`src/common/mem_params.svh`:
```
`ifndef MEM_PARAMS_SVH
`define MEM_PARAMS_SVH

// byte address width of both requesters and the memory port.
`define ADDR_WIDTH 32

// one cache line, moved as a whole on every request.
`define LINE_WIDTH 128

// address bits that select a byte inside a line.
`define LINE_OFFSET_BITS 4

// Data-side requests land in the upper half of the storage.
`define D_REGION_OFFSET 32'h800

// lines held by the storage, indexed by address bits [11:4].
`define MEM_LINES 256

// cycles from the accepting handshake to the read-valid pulse.
`define MEM_LATENCY 4

`endif
```
`src/common/mem_pkg.sv`:
```
`default_nettype none

`include "mem_params.svh"

package mem_pkg;

    // a byte address as seen by a requester or the memory.
    typedef logic [`ADDR_WIDTH-1:0] addr_t;

    // one full cache line.
    typedef logic [`LINE_WIDTH-1:0] line_t;

    // owner of the memory port.
    typedef enum logic [1:0] {
        GRANT_IDLE,
        GRANT_I,
        GRANT_D
    } grant_e;

endpackage

`default_nettype wire

```
`src/arbiter/mem_arbiter.sv`:
```
`timescale 1ns/10ps
`default_nettype none

`include "mem_params.svh"

module mem_arbiter import mem_pkg::*; (
    input  logic  clk_i,
    input  logic  rst_ni,

    input  addr_t i_addr_i,
    input  logic  i_cs_i,
    input  line_t i_wdata_i,
    input  logic  i_we_i,
    output line_t i_rdata_o,
    output logic  i_rvalid_o,

    input  addr_t d_addr_i,
    input  logic  d_cs_i,
    input  line_t d_wdata_i,
    input  logic  d_we_i,
    output line_t d_rdata_o,
    output logic  d_rvalid_o,

    output addr_t mem_addr_o,
    output line_t mem_wdata_o,
    output logic  mem_we_o,
    output logic  mem_cs_o,
    input  line_t mem_rdata_i,
    input  logic  mem_rvalid_i,
    input  logic  mem_hs_i
);

    grant_e state_q;
    grant_e state_d;
    logic   taken_q;
    addr_t  i_line_addr;
    addr_t  d_line_addr;

    assign i_line_addr = {i_addr_i[`ADDR_WIDTH-1:`LINE_OFFSET_BITS], {`LINE_OFFSET_BITS{1'b0}}};
    assign d_line_addr = {d_addr_i[`ADDR_WIDTH-1:`LINE_OFFSET_BITS], {`LINE_OFFSET_BITS{1'b0}}}
                         + addr_t'(`D_REGION_OFFSET);

    // the owner keeps the port while its select stays high.
    always_comb begin
        state_d = state_q;
        case (state_q)
            GRANT_IDLE: begin
                if (i_cs_i) begin
                    state_d = GRANT_I;
                end else if (d_cs_i) begin
                    state_d = GRANT_D;
                end
            end
            GRANT_I: begin
                if (!i_cs_i) begin
                    state_d = d_cs_i ? GRANT_D : GRANT_IDLE;
                end
            end
            GRANT_D: begin
                if (!d_cs_i) begin
                    state_d = i_cs_i ? GRANT_I : GRANT_IDLE;
                end
            end
            default: state_d = GRANT_IDLE;
        endcase
    end

    always_ff @(posedge clk_i or negedge rst_ni) begin
        if (!rst_ni) begin
            state_q <= GRANT_IDLE;
        end else begin
            state_q <= state_d;
        end
    end

    // Set once the memory takes the request, cleared by its answer.
    // Clearing on the answer lets the grant pass straight to the other side.
    always_ff @(posedge clk_i or negedge rst_ni) begin
        if (!rst_ni) begin
            taken_q <= 1'b0;
        end else if (mem_rvalid_i) begin
            taken_q <= 1'b0;
        end else if (mem_hs_i) begin
            taken_q <= 1'b1;
        end
    end

    always_comb begin
        mem_addr_o  = '0;
        mem_wdata_o = '0;
        mem_we_o    = 1'b0;
        mem_cs_o    = 1'b0;
        i_rdata_o   = '0;
        i_rvalid_o  = 1'b0;
        d_rdata_o   = '0;
        d_rvalid_o  = 1'b0;
        case (state_q)
            GRANT_I: begin
                mem_addr_o  = i_line_addr;
                mem_wdata_o = i_wdata_i;
                mem_we_o    = i_we_i;
                mem_cs_o    = i_cs_i && !taken_q;
                i_rdata_o   = mem_rdata_i;
                i_rvalid_o  = mem_rvalid_i;
            end
            GRANT_D: begin
                mem_addr_o  = d_line_addr;
                mem_wdata_o = d_wdata_i;
                mem_we_o    = d_we_i;
                mem_cs_o    = d_cs_i && !taken_q;
                d_rdata_o   = mem_rdata_i;
                d_rvalid_o  = mem_rvalid_i;
            end
            default: ;
        endcase
    end

endmodule

`default_nettype wire

```
`config.mk`:
```
export PLATFORM = sky130hd
export DESIGN_NAME = mem_arbiter
export DESIGN_NICKNAME = d
export VERILOG_FILES = /design/src/common/mem_pkg.sv /design/src/arbiter/mem_arbiter.sv
export VERILOG_INCLUDE_DIRS = /design/src /design/src/common
export SDC_FILE = /design/constraint.sdc
export NUM_CORES = 1
export LEC_CHECK = 0
export ABC_CLOCK_PERIOD_IN_PS = 4200
export BUFFER_PORTS_ARGS = -buffer_cell sky130_fd_sc_hd__buf_2
export CORE_AREA = 2 2 343 345
export CTS_CLUSTER_DIAMETER = 30
export DETAILED_ROUTE_END_ITERATION = 8
export DIE_AREA = 0 0 345 347
export HOLD_SLACK_MARGIN = 0.08
export PLACE_DENSITY = 0.3
export SLEW_MARGIN = 20
export SYNTH_ARGS = -nofsm -noshare
export SYNTH_HDL_FRONTEND = slang
export SYNTH_SLANG_ARGS = --single-unit
export TNS_END_PERCENT = 20
```
`constraint.sdc`:
```
create_clock -name clk_i -period 4.2 [get_ports clk_i]
set_input_delay 0.63 -clock clk_i [delete_from_list [all_inputs] [get_ports clk_i]]
set_output_delay 0.63 -clock clk_i [all_outputs]
set_load 0.005 [all_outputs]
```
==> summary.txt <==
Route
  – Vias per cell: 3.01
  – Avg WL per Cell: 24.4 µm
  – Antenna Nets Post-Route: 0
  – DRC Markers: 0
  – Number of DRC markers in iteration 0: 532
  – First drt pass iteration count: 4
  – WL final: 75,500 µm
  – Via count: 9,307

Yosys
  – Sequential area share after synthesis: 1.58%
  – Flops & latches, synth: 3
  – Mean post-synth cell area: 6.34 µm²
  – Mapped Area: 4750 µm²
  – Ys Warns: 0
  – Cells after synthesis: 749
  – Netlist cell types: 43

Global route
  – Vias in the first global route: 8,617
  – Initial antenna violation count: 127
  – Global-route usage over all layers: 11.9%
  – Total grt overflow: 0
  – First-pass GRT wire length: 93,300 µm
  – Pin count of the biggest net entering global routing: 91

Clock tree
  – Worst skew pair latency: 0.22 ns
  – Post_cts resized: 0
  – Clock Tree Root: clkbuf_16
  – Post-CTS Setup Inserts: 0
  – Clock tree buffer depth: 2
  – Clock Pin Slew Worst Setup and Hold Paths: 0.03 ns
  – Sink Count: 3
  – Hold buffer count at CTS: 0
  – Max H-tree Level: 1
  – CTS buffer count: 3
  – CTS tree: built

Finish
  – Multi-input logic area: 4350 µm²
  – Sequential cell area: 75.1 µm²
  – Final Net Count: 2,019
  – Area delta synth->final: 132%
  – Core Util, Final: 9.54%
  – Layout Cells excl Fill: 3,091
  – Fillcell total: 13,800
  – Layout cells sized above 1: 57.7%

Worst setup path
  – CP dominant cell by count: buf_2
  – WP data arrival: 2.63 ns
  – Worst-path maximum fanout: 8
  – Critical path's slowest cell: o21ai_0
  – Worst Path Required: 3.57 ns
  – Crit start category: primary input
  – Worst setup EP type: output pin
  – Buf+Inv Stages, Crit Path: 2
  – Cell family with most CP delay: simple AND/OR/NAND/NOR gates
  – Worst Setup Path Type: primary input to output pin
  – CP peak stage delay: 0.55 ns
  – Worst path cell trace: buf_2 -> ha_1 -> and2_1 -> nand4_1 -> xor2_1 -> o21ai_0 -> buf_2

Job
  – Maximum Capacitance Violations: 0

Floorplanning
  – Floorplan row count: 125
  – # IOs: 876
  – Die X: 345 µm
  – Core box area: 116,000 µm²
  – Die area: 120,000 µm²
  – Initial Utilization: 4.10%
  – Die extent in y: 347 µm

Placement
  – Hpwl dp: 69,700 µm
  – Dpl ws: 1.03 ns
  – Dpl cells: 3,077
  – PortBufs: 863
  – Final RePlAce weighted congestion: 0.853

Timing
  – RSZ-0062 raised after global routing: false
  – Max-slew violation count: 0
  – Clock period minus worst slack: 3.26 ns
  – Worst slew pin tran: 0.960 ns
  – Final setup TNS: 0 ns
  – Final hold violations: 0
  – Final setup vio count: 0
  – Tcrit/Tclk final: 77.6%
  – Final worst slack: 0.942 ns
  – Final Skew: 0.0000889 ns
  – Fmax: 0.307 GHz
  – Slew headroom: 36.0%

Worst hold path
  – Hold crit path type: primary input to asynchronous set/reset pin

Power and ir drop
  – Power Density: 473 nW/µm²
  – P_leak: 0.00567 µW
  – Max rail drop VDD: 0.329 mV
  – Tot Pwr: 5220 µW

Run status
  – Result of the run: complete, no violations
through the flow:
stage | cell area (µm²) | hold slack [ns]
detailed placement | 10900 | 0.438
global route | 11000 | 0.206
floorplan | 4760 | 0.334
finish | 11000 | 0.205
CTS | 11000 | 0.206
global placement | 10900 | 0.440
final timing paths:
check | endpoint | cells after the start | start | slack (ns)
hold reg to reg | taken_q | 2 | taken_q | 0.50
max in group asynchronous | state_q[1] | 1 | rst_ni | 3.88
setup reg to reg | state_q[0] | 6 | state_q[1] | 2.36
setup / recovery | mem_addr_o[23] | 7 | d_addr_i[11] | 0.94
min in group clk_i | taken_q | 2 | taken_q | 0.50
hold / removal | taken_q | 1 | rst_ni | 0.20
power breakdown:
group          internal (µW)  switching [µW]  total [µW]
logic                   2100            2910        5020
clock network            125            26.1         151
registers               38.4            16.6        55.0
total                   2270            2950        5220
synthesized netlist by cell type (all sizes together):
cell	n	area [µm²]
a211oi	1	7.51
a21boi	1	7.51
a21o	1	7.51
a21oi	2	10.0
a221o	1	10.0
a22o	1	8.76
a22oi	140	1050
a31oi	1	6.26
a32o	3	30.0
a32oi	1	8.76
and2	261	1630
and3	3	18.8
and4	2	18.8
buf	7	47.6
clkbuf	79	297
conb	1	3.75
dfrtp	3	75.1
ha	5	62.6
inv	6	22.5
mux2	1	11.3
mux2i	3	30.0
nand2	19	71.3
nand2b	4	25.0
nand3	14	75.1
nand3b	2	15.0
nand4	6	43.8
nor2	4	15.0
nor2b	140	876
nor3	3	15.0
nor3b	1	7.51
nor4	2	12.5
o211ai	1	7.51
o21ai	11	55.1
o311a	1	10.0
or3	1	6.26
or4	6	48.8
xnor2	5	43.8
xor2	6	52.6
per-layer routing:
| layer | GRT usage (%) | vias up | wire length, µm |
|---|---|---|---|
| met5 | 0 | - | 279 |
| met4 | 0.439 | 42 | 1850 |
| met3 | 3.61 | 220 | 6370 |
| met2 | 20.7 | 727 | 35300 |
| met1 | 15.0 | 4148 | 31700 |
| li1 | - | 4170 | - |
registers in the layout, summed over array words and instances, names as in the netlist:
register and cells:
state_q 2, taken_q 1
cell type report:
cell class	count	share of cell area, %
timing repair buffer	887	41.4
inverter	6	0.204
sequential	3	0.680
multi-input combinational	657	39.5
clock buffer	4	0.714
tap	1524	17.3
antenna	10	0.227
logic make-up after synthesis:
group / after synthesis / synth area share, %
and+or+nand+nor: 468 / 60.7
AOI/OAI and AO/OA: 165 / 25.7
buffers and inverters: 92 / 7.72
xor gates and xnor gates: 11 / 2.03
adders and majority gates: 5 / 1.32
muxes: 4 / 0.870
DFF: 3 / 1.58
other: 1 / 0.0790
placed cells by master (no fill, tap or decap), types with 2 or more instances in the layout:
master     count
xor2_1         6
conb_1         4
buf_2        863
a32o_1         3
nand3_1       13
buf_12         6
dfrtp_1        3
nand4_1        5
nor2b_1      140
ha_1           2
or4_1          5
nand2_1       19
inv_1          6
nand2b_1       4
clkbuf_16      3
mux2i_1        3
nand3b_1       2
diode_2       10
ha_4           3
nor4_1         2
and3_1         3
xnor2_1        5
o21ai_0       11
nor2_1         4
a21oi_1        2
and2_1       261
nor3_1         3
buf_4         18
a22oi_1      140
No activity file was read; power rests on OpenSTA's default activity.
